**src/hdl/csr_config.svh**
```systemverilog
/*
 * Build-time configuration of the CSR fabric.
 * Bank ranges are inclusive byte addresses. They must not overlap and
 * each must span at least the four words of a register bank.
 * Adding a bank also needs a new range and stage pair here and an extra
 * entry in the decoder and demux tables.
 */
`ifndef CSR_CONFIG_SVH
`define CSR_CONFIG_SVH

// Bus widths
`define CSR_ADDR_W 8
`define CSR_DATA_W 32
`define CSR_STRB_W 4

`define CSR_NUM_BANKS 3

// Inclusive address ranges per bank
`define CSR_BANK0_BASE  8'h00
`define CSR_BANK0_LIMIT 8'h0F
`define CSR_BANK1_BASE  8'h10
`define CSR_BANK1_LIMIT 8'h1F
`define CSR_BANK2_BASE  8'h40
`define CSR_BANK2_LIMIT 8'h4F

// Retime stages on each direction of a bank path
`define CSR_BANK0_STAGES 0
`define CSR_BANK1_STAGES 1
`define CSR_BANK2_STAGES 2

`endif

```
**src/hdl/csr_pkg.sv**
```systemverilog
/*
 * Shared types of the CSR fabric.
 * Widths come from the config header, so every file sees the same bus.
 */
`default_nettype none

`include "csr_config.svh"

package csr_pkg;

  // Request and response payload vectors
  typedef logic [`CSR_ADDR_W-1:0] csr_addr_t;
  typedef logic [`CSR_DATA_W-1:0] csr_data_t;
  typedef logic [`CSR_STRB_W-1:0] csr_strb_t;

  // One bit per downstream bank, at most one bit set
  typedef logic [`CSR_NUM_BANKS-1:0] csr_sel_t;

endpackage

`default_nettype wire

```
**src/hdl/csr_addr_decode.sv**
```systemverilog
/*
 * Combinational address decoder for the CSR demux.
 * Ranges are fixed at build time by the config header. The tables below
 * hold three entries and must grow with CSR_NUM_BANKS.
 * miss is only raised for a valid request that hits no range.
 */
`timescale 1ns/1ps
`default_nettype none

`include "csr_config.svh"

module csr_addr_decode
  import csr_pkg::*;
(
  input  csr_addr_t addr,
  input  logic      valid,
  output csr_sel_t  sel,
  output logic      miss
);

  localparam csr_addr_t BANK_BASE [`CSR_NUM_BANKS] = '{
    `CSR_BANK0_BASE, `CSR_BANK1_BASE, `CSR_BANK2_BASE
  };
  localparam csr_addr_t BANK_LIMIT [`CSR_NUM_BANKS] = '{
    `CSR_BANK0_LIMIT, `CSR_BANK1_LIMIT, `CSR_BANK2_LIMIT
  };

  always_comb begin
    for (int i = 0; i < `CSR_NUM_BANKS; i++) begin
      sel[i] = (addr >= BANK_BASE[i]) && (addr <= BANK_LIMIT[i]);
    end
  end

  // Unmatched requests are answered by the decode-error path
  assign miss = valid && !(|sel);

  // Disjoint ranges keep sel one-hot for any address
  initial begin
    for (int i = 0; i < `CSR_NUM_BANKS; i++) begin
      a_range_order: assert (BANK_BASE[i] <= BANK_LIMIT[i])
        else $error("bank %0d range has base above limit", i);
      for (int j = i + 1; j < `CSR_NUM_BANKS; j++) begin
        a_range_disjoint: assert ((BANK_LIMIT[i] < BANK_BASE[j]) ||
                                  (BANK_BASE[i] > BANK_LIMIT[j]))
          else $error("bank %0d and bank %0d ranges overlap", i, j);
      end
    end
  end

endmodule

`default_nettype wire

```
**src/hdl/csr_demux.sv**
```systemverilog
/*
 * Routes each request to one bank by address and merges the answers.
 * Every bank path has its own request and response retimer, both with
 * the bank's stage count, so round trip is 1 + 2 * stages cycles.
 * No back-pressure and no default bank. Unmatched requests get decerr.
 */
`timescale 1ns/1ps
`default_nettype none

`include "csr_config.svh"

module csr_demux
  import csr_pkg::*;
(
  input  logic                           clk,
  input  logic                           rst,
  input  logic                           req_valid,
  input  logic                           req_write,
  input  csr_addr_t                      req_addr,
  input  csr_data_t                      req_wdata,
  input  csr_strb_t                      req_wstrb,
  input  logic                           req_privileged,
  input  logic                           req_secure,
  input  logic                           req_abort,
  output logic                           resp_valid,
  output csr_data_t                      resp_rdata,
  output logic                           resp_decerr,
  output logic                           resp_slverr,
  output logic      [`CSR_NUM_BANKS-1:0] bank_req_valid,
  output logic      [`CSR_NUM_BANKS-1:0] bank_req_write,
  output csr_addr_t [`CSR_NUM_BANKS-1:0] bank_req_addr,
  output csr_data_t [`CSR_NUM_BANKS-1:0] bank_req_wdata,
  output csr_strb_t [`CSR_NUM_BANKS-1:0] bank_req_wstrb,
  output logic      [`CSR_NUM_BANKS-1:0] bank_req_privileged,
  output logic      [`CSR_NUM_BANKS-1:0] bank_req_secure,
  output logic      [`CSR_NUM_BANKS-1:0] bank_req_abort,
  input  logic      [`CSR_NUM_BANKS-1:0] bank_resp_valid,
  input  csr_data_t [`CSR_NUM_BANKS-1:0] bank_resp_rdata,
  input  logic      [`CSR_NUM_BANKS-1:0] bank_resp_decerr,
  input  logic      [`CSR_NUM_BANKS-1:0] bank_resp_slverr
);

  localparam int BANK_STAGES [`CSR_NUM_BANKS] = '{
    `CSR_BANK0_STAGES, `CSR_BANK1_STAGES, `CSR_BANK2_STAGES
  };
  // write, addr, wdata, wstrb, privileged, secure
  localparam int REQ_W  = 3 + `CSR_ADDR_W + `CSR_DATA_W + `CSR_STRB_W;
  localparam int RESP_W = `CSR_DATA_W + 2;

  csr_sel_t                         sel;
  logic                             miss;
  logic [REQ_W-1:0]                 req_fields;
  logic [`CSR_NUM_BANKS-1:0]        rt_resp_valid;
  csr_data_t [`CSR_NUM_BANKS-1:0]   rt_resp_rdata;
  logic [`CSR_NUM_BANKS-1:0]        rt_resp_decerr;
  logic [`CSR_NUM_BANKS-1:0]        rt_resp_slverr;

  csr_addr_decode u_decode (
    .addr  (req_addr),
    .valid (req_valid),
    .sel   (sel),
    .miss  (miss)
  );

  assign req_fields = {req_write, req_addr, req_wdata, req_wstrb, req_privileged, req_secure};

  for (genvar i = 0; i < `CSR_NUM_BANKS; i++) begin : gen_bank
    logic [REQ_W-1:0]  req_out;
    logic [RESP_W-1:0] resp_out;

    // Abort rides outside the valid qualifier, banks gate it themselves
    csr_retime #(.STAGES(BANK_STAGES[i]), .WIDTH(REQ_W)) u_req_retime (
      .clk       (clk),
      .rst       (rst),
      .in_valid  (req_valid && sel[i]),
      .in_data   (req_fields),
      .in_abort  (req_abort),
      .out_valid (bank_req_valid[i]),
      .out_data  (req_out),
      .out_abort (bank_req_abort[i])
    );

    assign {bank_req_write[i], bank_req_addr[i], bank_req_wdata[i], bank_req_wstrb[i],
            bank_req_privileged[i], bank_req_secure[i]} = req_out;

    csr_retime #(.STAGES(BANK_STAGES[i]), .WIDTH(RESP_W)) u_resp_retime (
      .clk       (clk),
      .rst       (rst),
      .in_valid  (bank_resp_valid[i]),
      .in_data   ({bank_resp_rdata[i], bank_resp_decerr[i], bank_resp_slverr[i]}),
      .in_abort  (1'b0),
      .out_valid (rt_resp_valid[i]),
      .out_data  (resp_out),
      .out_abort ()
    );

    assign {rt_resp_rdata[i], rt_resp_decerr[i], rt_resp_slverr[i]} = resp_out;
  end

  csr_resp_mux u_result (
    .clk         (clk),
    .rst         (rst),
    .miss        (miss),
    .bank_valid  (rt_resp_valid),
    .bank_rdata  (rt_resp_rdata),
    .bank_decerr (rt_resp_decerr),
    .bank_slverr (rt_resp_slverr),
    .resp_valid  (resp_valid),
    .resp_rdata  (resp_rdata),
    .resp_decerr (resp_decerr),
    .resp_slverr (resp_slverr)
  );

endmodule

`default_nettype wire

```
**src/hdl/csr_reg_bank.sv**
```systemverilog
/*
 * Four-word CSR bank, word chosen by address bits [3:2].
 * Word 0 open, word 1 needs privilege to write, word 2 needs secure for
 * any access, word 3 reads BANK_ID and rejects writes with slverr.
 * Writes and aborted requests answer with rdata zero.
 * Response comes one cycle after the request, always without decerr.
 */
`timescale 1ns/1ps
`default_nettype none

`include "csr_config.svh"

module csr_reg_bank
  import csr_pkg::*;
#(
  parameter int BANK_ID = 0
) (
  input  logic      clk,
  input  logic      rst,
  input  logic      req_valid,
  input  logic      req_write,
  input  csr_addr_t req_addr,
  input  csr_data_t req_wdata,
  input  csr_strb_t req_wstrb,
  input  logic      req_privileged,
  input  logic      req_secure,
  input  logic      req_abort,
  output logic      resp_valid,
  output csr_data_t resp_rdata,
  output logic      resp_decerr,
  output logic      resp_slverr
);

  // Word 3 is the constant ID and needs no storage
  localparam int        NUM_RW_WORDS = 3;
  localparam csr_data_t ID_WORD      = csr_data_t'(BANK_ID);

  csr_data_t  regs [NUM_RW_WORDS];
  logic [1:0] word_idx;
  logic       access_err;
  logic       wr_en;
  csr_data_t  rd_word;

  assign word_idx = req_addr[3:2];

  // Per-word protection and read value
  always_comb begin
    access_err = 1'b0;
    rd_word    = '0;
    case (word_idx)
      2'd0: rd_word = regs[0];
      2'd1: begin
        rd_word    = regs[1];
        access_err = req_write && !req_privileged;
      end
      2'd2: begin
        rd_word    = regs[2];
        access_err = !req_secure;
      end
      default: begin
        rd_word    = ID_WORD;
        access_err = req_write;
      end
    endcase
  end

  assign wr_en = req_valid && req_write && !req_abort && !access_err;

  always_ff @(posedge clk) begin
    if (rst) begin
      for (int w = 0; w < NUM_RW_WORDS; w++) begin
        regs[w] <= '0;
      end
    end else if (wr_en) begin
      for (int w = 0; w < NUM_RW_WORDS; w++) begin
        for (int b = 0; b < `CSR_STRB_W; b++) begin
          if ((word_idx == 2'(w)) && req_wstrb[b]) begin
            regs[w][8*b +: 8] <= req_wdata[8*b +: 8];
          end
        end
      end
    end
  end

  always_ff @(posedge clk) begin
    if (rst) begin
      resp_valid <= 1'b0;
    end else begin
      resp_valid <= req_valid;
    end
  end

  // Abort wins over a protection fault
  always_ff @(posedge clk) begin
    if (req_valid) begin
      resp_slverr <= !req_abort && access_err;
      if (req_abort || access_err || req_write) begin
        resp_rdata <= '0;
      end else begin
        resp_rdata <= rd_word;
      end
    end
  end

  assign resp_decerr = 1'b0;

endmodule

`default_nettype wire

```
**src/hdl/csr_resp_mux.sv**
```systemverilog
/*
 * Upstream response select for the CSR demux.
 * A miss becomes a decerr response one cycle later with rdata zero.
 * Bank responses pass straight through. Relies on the initiator keeping
 * a single request outstanding, so at most one source is valid.
 */
`timescale 1ns/1ps
`default_nettype none

`include "csr_config.svh"

module csr_resp_mux
  import csr_pkg::*;
(
  input  logic                              clk,
  input  logic                              rst,
  input  logic                              miss,
  input  csr_sel_t                          bank_valid,
  input  csr_data_t [`CSR_NUM_BANKS-1:0]    bank_rdata,
  input  logic      [`CSR_NUM_BANKS-1:0]    bank_decerr,
  input  logic      [`CSR_NUM_BANKS-1:0]    bank_slverr,
  output logic                              resp_valid,
  output csr_data_t                         resp_rdata,
  output logic                              resp_decerr,
  output logic                              resp_slverr
);

  logic decerr_valid_q;

  always_ff @(posedge clk) begin
    if (rst) begin
      decerr_valid_q <= 1'b0;
    end else begin
      decerr_valid_q <= miss;
    end
  end

  // AND-OR select, all zeros when nothing is valid
  always_comb begin
    resp_rdata  = '0;
    resp_decerr = decerr_valid_q;
    resp_slverr = 1'b0;
    for (int i = 0; i < `CSR_NUM_BANKS; i++) begin
      if (bank_valid[i]) begin
        resp_rdata  = resp_rdata | bank_rdata[i];
        resp_decerr = resp_decerr | bank_decerr[i];
        resp_slverr = resp_slverr | bank_slverr[i];
      end
    end
  end

  assign resp_valid = decerr_valid_q || (|bank_valid);

  a_single_source: assert property (@(posedge clk) disable iff (rst)
    $onehot0({decerr_valid_q, bank_valid}))
    else $error("more than one response source valid in the same cycle");

endmodule

`default_nettype wire

```
**src/hdl/csr_retime.sv**
```systemverilog
/*
 * Valid-qualified retiming pipeline with no back-pressure.
 * STAGES of 0 gives a plain wire-through. Data only advances with its
 * valid, so payload in empty slots is stale. Abort shifts every cycle
 * and is meaningful only alongside valid at the far end.
 */
`timescale 1ns/1ps
`default_nettype none

module csr_retime #(
  parameter int STAGES = 1,
  parameter int WIDTH  = 1
) (
  input  logic             clk,
  input  logic             rst,
  input  logic             in_valid,
  input  logic [WIDTH-1:0] in_data,
  input  logic             in_abort,
  output logic             out_valid,
  output logic [WIDTH-1:0] out_data,
  output logic             out_abort
);

  if (STAGES == 0) begin : gen_bypass
    assign out_valid = in_valid;
    assign out_data  = in_data;
    assign out_abort = in_abort;
  end else begin : gen_pipe
    logic [STAGES-1:0] valid_q;
    logic [STAGES-1:0] abort_q;
    logic [WIDTH-1:0]  data_q [STAGES];

    // Several requests may be in flight, one per stage
    always_ff @(posedge clk) begin
      if (rst) begin
        valid_q <= '0;
      end else begin
        valid_q[0] <= in_valid;
        for (int i = 1; i < STAGES; i++) begin
          valid_q[i] <= valid_q[i-1];
        end
      end
    end

    always_ff @(posedge clk) begin
      if (in_valid) begin
        data_q[0] <= in_data;
      end
      for (int i = 1; i < STAGES; i++) begin
        if (valid_q[i-1]) begin
          data_q[i] <= data_q[i-1];
        end
      end
    end

    always_ff @(posedge clk) begin
      abort_q[0] <= in_abort;
      for (int i = 1; i < STAGES; i++) begin
        abort_q[i] <= abort_q[i-1];
      end
    end

    assign out_valid = valid_q[STAGES-1];
    assign out_data  = data_q[STAGES-1];
    assign out_abort = abort_q[STAGES-1];
  end

endmodule

`default_nettype wire

```
**src/hdl/csr_subsystem.sv**
```systemverilog
/*
 * CSR subsystem top: demux plus three register banks.
 * Single initiator, one request outstanding. The next request may only
 * be issued once the response pulse of the previous one has been seen.
 */
`timescale 1ns/1ps
`default_nettype none

`include "csr_config.svh"

module csr_subsystem
  import csr_pkg::*;
(
  input  logic      clk,
  input  logic      rst,
  input  logic      req_valid,
  input  logic      req_write,
  input  csr_addr_t req_addr,
  input  csr_data_t req_wdata,
  input  csr_strb_t req_wstrb,
  input  logic      req_privileged,
  input  logic      req_secure,
  input  logic      req_abort,
  output logic      resp_valid,
  output csr_data_t resp_rdata,
  output logic      resp_decerr,
  output logic      resp_slverr
);

  logic      [`CSR_NUM_BANKS-1:0] bank_req_valid;
  logic      [`CSR_NUM_BANKS-1:0] bank_req_write;
  csr_addr_t [`CSR_NUM_BANKS-1:0] bank_req_addr;
  csr_data_t [`CSR_NUM_BANKS-1:0] bank_req_wdata;
  csr_strb_t [`CSR_NUM_BANKS-1:0] bank_req_wstrb;
  logic      [`CSR_NUM_BANKS-1:0] bank_req_privileged;
  logic      [`CSR_NUM_BANKS-1:0] bank_req_secure;
  logic      [`CSR_NUM_BANKS-1:0] bank_req_abort;
  logic      [`CSR_NUM_BANKS-1:0] bank_resp_valid;
  csr_data_t [`CSR_NUM_BANKS-1:0] bank_resp_rdata;
  logic      [`CSR_NUM_BANKS-1:0] bank_resp_decerr;
  logic      [`CSR_NUM_BANKS-1:0] bank_resp_slverr;

  csr_demux u_demux (
    .clk                 (clk),
    .rst                 (rst),
    .req_valid           (req_valid),
    .req_write           (req_write),
    .req_addr            (req_addr),
    .req_wdata           (req_wdata),
    .req_wstrb           (req_wstrb),
    .req_privileged      (req_privileged),
    .req_secure          (req_secure),
    .req_abort           (req_abort),
    .resp_valid          (resp_valid),
    .resp_rdata          (resp_rdata),
    .resp_decerr         (resp_decerr),
    .resp_slverr         (resp_slverr),
    .bank_req_valid      (bank_req_valid),
    .bank_req_write      (bank_req_write),
    .bank_req_addr       (bank_req_addr),
    .bank_req_wdata      (bank_req_wdata),
    .bank_req_wstrb      (bank_req_wstrb),
    .bank_req_privileged (bank_req_privileged),
    .bank_req_secure     (bank_req_secure),
    .bank_req_abort      (bank_req_abort),
    .bank_resp_valid     (bank_resp_valid),
    .bank_resp_rdata     (bank_resp_rdata),
    .bank_resp_decerr    (bank_resp_decerr),
    .bank_resp_slverr    (bank_resp_slverr)
  );

  // Bank n reports n in its ID word
  for (genvar i = 0; i < `CSR_NUM_BANKS; i++) begin : gen_bank
    csr_reg_bank #(.BANK_ID(i)) u_bank (
      .clk            (clk),
      .rst            (rst),
      .req_valid      (bank_req_valid[i]),
      .req_write      (bank_req_write[i]),
      .req_addr       (bank_req_addr[i]),
      .req_wdata      (bank_req_wdata[i]),
      .req_wstrb      (bank_req_wstrb[i]),
      .req_privileged (bank_req_privileged[i]),
      .req_secure     (bank_req_secure[i]),
      .req_abort      (bank_req_abort[i]),
      .resp_valid     (bank_resp_valid[i]),
      .resp_rdata     (bank_resp_rdata[i]),
      .resp_decerr    (bank_resp_decerr[i]),
      .resp_slverr    (bank_resp_slverr[i])
    );
  end

endmodule

`default_nettype wire

```
**config.mk**
```make
export PLATFORM = sky130hd
export DESIGN_NAME = csr_subsystem
export DESIGN_NICKNAME = d
export VERILOG_FILES = /design/src/hdl/csr_pkg.sv /design/src/hdl/csr_addr_decode.sv /design/src/hdl/csr_demux.sv /design/src/hdl/csr_reg_bank.sv /design/src/hdl/csr_resp_mux.sv /design/src/hdl/csr_retime.sv /design/src/hdl/csr_subsystem.sv
export VERILOG_INCLUDE_DIRS = /design/src /design/src/hdl
export SDC_FILE = /design/constraint.sdc
export NUM_CORES = 1
export LEC_CHECK = 0
export BUFFER_PORTS_ARGS = -buffer_cell sky130_fd_sc_hd__buf_4
export CORE_MARGIN = 2
export CORE_UTILIZATION = 52
export DETAILED_ROUTE_END_ITERATION = 6
export GPL_TIMING_DRIVEN = 0
export PLACE_DENSITY = 0.69
export SLEW_MARGIN = 30
export SYNTH_ARGS = -nofsm -noshare
export SYNTH_HDL_FRONTEND = slang
export SYNTH_SLANG_ARGS = --single-unit
```
**constraint.sdc**
```tcl
create_clock -name clk -period 6.3 [get_ports clk]
set_input_delay 0.63 -clock clk [delete_from_list [all_inputs] [get_ports clk]]
set_output_delay 0.63 -clock clk [all_outputs]
set_load 0.005 [all_outputs]
```
Word level (Yosys, flattened, before mapping)
Memory sizes are Yosys's and may differ from the RTL's.
Cells that the tools add are included.
Storage, ports and cells
  output and inout port bits: 35
  register bits: 112
  memory bits (writable): 530
  word-level logic and storage cells: 368
  memories kept: 7
Memory list
  gen_bank[0].u_bank.regs: words 3, width 32, read ports 3, clocked after Yosys merged registers in 0, write ports 3, line csr_reg_bank.sv:38  | csr_data_t regs [NUM_RW_WORDS];
  gen_bank[1].u_bank.regs: words 3, width 32, read ports 3, clocked after Yosys merged registers in 0, write ports 3, line csr_reg_bank.sv:38
  gen_bank[2].u_bank.regs: words 3, width 32, read ports 3, clocked after Yosys merged registers in 0, write ports 3, line csr_reg_bank.sv:38
  u_demux.gen_bank[2].u_req_retime.gen_pipe.data_q: words 2, width 47, read ports 2, clocked after Yosys merged registers in 0, write ports 2, line csr_retime.sv:31  | logic [WIDTH-1:0] data_q [STAGES];
  u_demux.gen_bank[2].u_resp_retime.gen_pipe.data_q: words 2, width 34, read ports 2, clocked after Yosys merged registers in 0, write ports 2, line csr_retime.sv:31
  u_demux.gen_bank[1].u_req_retime.gen_pipe.data_q: words 1, width 47, read ports 1, clocked after Yosys merged registers in 0, write ports 1, line csr_retime.sv:31
  1 more memories
Operators by class
  order comparisons: 6
  equality and inequality tests: 6
  reductions and logical operators: 83
  bitwise gates (word level): 42
  multiplexer cells: 208
Operators with widths (number)
  two-way mux 8 bit: 36
  case mux 32 bit (3 select lines): 3
  two-way mux 1 bit: 163
  two-way mux 32 bit: 3
  bitwise OR 32 bit: 2
  logical AND 1 bit: 58
  bitwise OR 1 bit: 39
  logical NOT 1 bit: 13
  case mux 1 bit (3 select lines): 3
  >= comparator 8 x 1 -> 1 bit, second input constant: 1
  >= comparator 8 x 5 -> 1 bit, second input constant: 1
  >= comparator 8 x 7 -> 1 bit, second input constant: 1
  less-or-equal comparator 8 x 4 -> 1 bit, second input constant: 1
  less-or-equal comparator 8 x 5 -> 1 bit, second input constant: 1
  less-or-equal comparator 8 x 7 -> 1 bit, second input constant: 1
  logical OR 1 bit: 7
  equality test 2 x 1 -> 1 bit, second input constant: 3
  equality test 2 bit, second input constant: 3
  logical NOT 2 bit: 3
  OR reduction 3 bit: 2
  bitwise OR 1 bit, second input constant: 1

Depth between registers and ports, before layout
  depth after elaboration: 10
  depth in mapped cells: 7

Hierarchy
From an unflattened synthesis, not the netlist that was laid out.
Unflattened totals
  cell total of the unflattened synthesis: 1650
  area total of the unflattened synthesis: 26009.9 um^2
Modules (own cells, without submodules)
  csr_reg_bank at gen_bank[1].u_bank ...: instances 2, cells an instance 377, area an instance 5510.3 um^2
  csr_reg_bank at gen_bank[0].u_bank: instances 1, cells an instance 376, area an instance 5475.3 um^2
  csr_retime at u_demux.gen_bank[2].u_req_retime: instances 1, cells an instance 147, area an instance 3268.1 um^2
  csr_retime at u_demux.gen_bank[2].u_resp_retime: instances 1, cells an instance 108, area an instance 2389.8 um^2
  csr_retime at u_demux.gen_bank[1].u_req_retime: instances 1, cells an instance 50, area an instance 1465.2 um^2
  csr_retime at u_demux.gen_bank[1].u_resp_retime: instances 1, cells an instance 37, area an instance 1074.8 um^2
  csr_resp_mux: instances 1, cells an instance 84, area an instance 618.1 um^2
  csr_retime at u_demux.gen_bank[0].u_req_retime: instances 1, cells an instance 49, area an instance 367.9 um^2
  csr_retime at u_demux.gen_bank[0].u_resp_retime: instances 1, cells an instance 36, area an instance 270.3 um^2
  csr_addr_decode: instances 1, cells an instance 5, area an instance 37.5 um^2
  csr_demux: instances 1, cells an instance 4, area an instance 22.5 um^2

Worst setup path before layout
OpenSTA, ideal clock, no wires.
  kind: in2reg
  start: in req_addr[7]
  end: mem u_demux.gen_bank[2].u_req_retime.gen_pipe.data_q[0][0] in the netlist's numbering (enable)
  buffers on the path: 0
  setup time: 492 ps
  stages: 2
  setup slack: 2198 ps
  data arrival time: 3610 ps
  path through: nand3b_1 > nor3_1
RTL lines
  start: declaration: line csr_subsystem.sv:18  | input csr_addr_t req_addr,
  end: declaration: line csr_retime.sv:31

==> flow_metrics.tcl <==
set metrics [dict create \
    drtPass1Iterations 7 \
    ioPinCount 86 \
    dp_hpwl_um 37000 \
    synth_cell_types 47 \
    max_slew.worst_pin.slew_ps 917 \
    cts-root-buf "clkbuf_16" \
    fp.dieW_um 216 \
    synth_area_leaders "edfxtp_1 78%, mux2i_1 4.1%, nor2_1 3.6%" \
    netlist_area_um2 23400 \
    cts_tree "yes" \
    endpoint "gen_bank[2].u_bank.regs[2][28]" \
    clock_latency_ps 600 \
    finalCritPeriodShare_pct 48.4 \
    async_reset_ff_share_pct 0 \
    die_y_um 216 \
    reg2reg_slack_ps 3250 \
    end_kind "register" \
    place.gp.congestion 0.845 \
    vdd_drop_max_mv 0.240 \
    area_growth_pct 14.4 \
    rsz0062_at_grt "no" \
    wire_per_inst_um 21.5 \
    clock_sinks 621 \
    drv_cap 0 \
    syn_nets 1543 \
    grt.overflow.total 0 \
    cts_hold_buffers 0 \
    instances_no_fill 2284 \
    fp.dieArea_um2 46800 \
    r2r_cells 7 \
    cts_buffer_depth 3 \
    start_util_pct 52.9 \
    fin_worst_skew_ps 19.7 \
    clk_pin_slew_ps 70 \
    cts_resized 0 \
    maxSlewHeadroom_pct 38.5 \
    antenna_found_initial 10 \
    io_buffers 83 \
    crit_path_start_kind "register" \
    min_period_ps 3050 \
    tns_ps 0 \
    drt_iter0_markers 1176 \
    grt_pass1_wl_um 74300 \
    rows 77 \
    drtAntennaViolNets 0 \
    yosysWarnings 0 \
    syn_avg_cell_area_um2 15.7 \
    critical_path_required_ps 6540 \
    track_usage_pct 21.4 \
    n_antenna_cell 0 \
    status "finished with violations" \
    dp.cells 2179 \
    fillers 3322 \
    synth-seq-cells 621 \
    yosys.area.top_type_share_pct 78.0 \
    worst_ep_arrival_time_ps 3290 \
    cts_made_buffers 56 \
    finalWorstSetupSlack_ps 3250 \
    hp-class "in2reg" \
    crit_type "reg2reg" \
    post_drt_via_cell_ratio 5.36 \
    grt_pass1_vias 12200 \
    critical_path.max_fanout 17 \
    fmax_mhz 328 \
    p_leak_nw 9.93 \
    post_cts_buffers 0 \
    yosys_most_used_dff "edfxtp_1" \
    yosysSeqAreaShare_pct 79.1 \
    cts.htree.levels 2 \
    slew_violations 0 \
    synth_edf_count 609 \
    routed_wl_um 49200 \
    timing.rr.end "gen_bank[2].u_bank.regs[2][28]" \
    dr_total_vias 12200 \
    grt_max_degree 43 \
    hold_viol 0 \
    layout-drive-gt1-share_pct 12.7 \
    core_um2 44300 \
    route.detailed.drc 1 \
    powerDensity_nw_per_um2 305 \
    syn_inst 1492 \
    layout.nets 1696 \
    dp_worst_setup_slack_ps 3020 \
    synth.largest_area_cell "edfxtp_1" \
    setup_viol 0 \
    violations "DRC" \
]
[where the power goes]
part | internal (mW) | total, mW | switching [mW]
Sequential | 4.61 | 4.64 | 0.0330
Combinational | 0.0763 | 0.245 | 0.168
Clock | 1.85 | 3.28 | 1.43
[sequential cells by signal (all words and copies together) (netlist names), 3 cells and up]
| name | count |
|---|---|
| gen_bank.u_bank.resp_rdata | 96 |
| gen_bank.u_bank.resp_slverr | 3 |
| gen_bank.u_bank.regs | 288 |
| gen_bank.u_bank.resp_valid | 3 |
| u_demux.gen_bank.u_resp_retime.gen_pipe.data_q | 99 |
| u_demux.gen_bank.u_req_retime.gen_pipe.data_q | 123 |
[logic make-up after synthesis]
group | Yosys count | share of synthesized area [%]
buf+inv | 126 | 2.26
simple gates | 494 | 10.1
mux | 97 | 4.15
compound gates | 154 | 4.43
flops | 621 | 79.1
[critical path, cell delays in order, from the launching register on]
cell and delay (ps):
dfxtp_2 610, and3b_1 210, clkbuf_1 400, and4_1 260
clkbuf_1 350, clkbuf_1 410, nand2_1 100, nand2_1 340
[area by class of cell]
cell class | count | area (um^2) | share of cell area [%]
Multi-Input combinational cell | 745 | 4400 | 16.4
Inverter | 39 | 146 | 0.546
Clock buffer | 69 | 1490 | 5.56
Tap cell | 592 | 741 | 2.76
Timing Repair Buffer | 95 | 820 | 3.06
Sequential cell | 621 | 18500 | 69.1
Clock inverter | 36 | 298 | 1.11
Buffer | 87 | 383 | 1.43
[through the flow]
step	power [mW]	util, %	instance area, um^2	hold slack (ps)
2_1_floorplan	4.85	-	23400	355
3_3_place_gp	4.96	56.0	24800	401
3_5_place_dp	4.97	56.5	25000	405
4_1_cts	8.20	60.5	26800	158
5_1_grt	8.39	60.5	26800	163
6_report	8.17	60.5	26800	173
[cells in the final DEF (no fill, tap or decap), drive strengths merged, types with 3 or more instances in the layout]
cell type / instances
a222oi: 33
dfxtp: 12
nor2b: 14
buf: 113
inv: 42
nand2: 75
a21o: 9
nand2b: 6
nor4: 3
and3: 51
nor2: 227
a21oi: 95
clkbuf: 138
bufinv: 4
and2: 91
clkinvlp: 4
mux2i: 96
edfxtp: 609
nor3: 6
or2: 4
nand3: 3
clkinv: 25
nor3b: 3
or3: 3
[metal layers]
layer  global-route usage [%]  vias up  wire, um
li1                         -     5808         -
met1                     31.0     5918     21700
met2                     34.2      433     23200
met3                     3.30       80      3290
met4                     5.64        0      1030
met5                        0        -         0
[cell usage after synthesis (12+ instances only)]
cell / n
and3_1: 51
nand2_1: 75
inv_1: 39
edfxtp_1: 609
a21oi_1: 95
nor2_1: 227
clkbuf_1: 69
dfxtp_1: 12
and2_1: 91
mux2i_1: 96
a222oi_1: 33
nor2b_1: 14
[worst min-delay path by stage]
stage / startpoint / end / cells after the start
floorplan: u_demux.gen_bank[2].u_req_retime.gen_pipe.abort_q[0] / u_demux.gen_bank[2].u_req_retime.gen_pipe.abort_q[1] / 0
global placement: register / register / 0
detailed placement: register / register / 0
CTS: req_abort / u_demux.gen_bank[2].u_req_retime.gen_pipe.abort_q[0] / 1
global route: req_abort / u_demux.gen_bank[2].u_req_retime.gen_pipe.abort_q[0] / 1
finish: req_abort / u_demux.gen_bank[2].u_req_retime.gen_pipe.abort_q[0] / 1
Power figures use the tool's default switching activity.
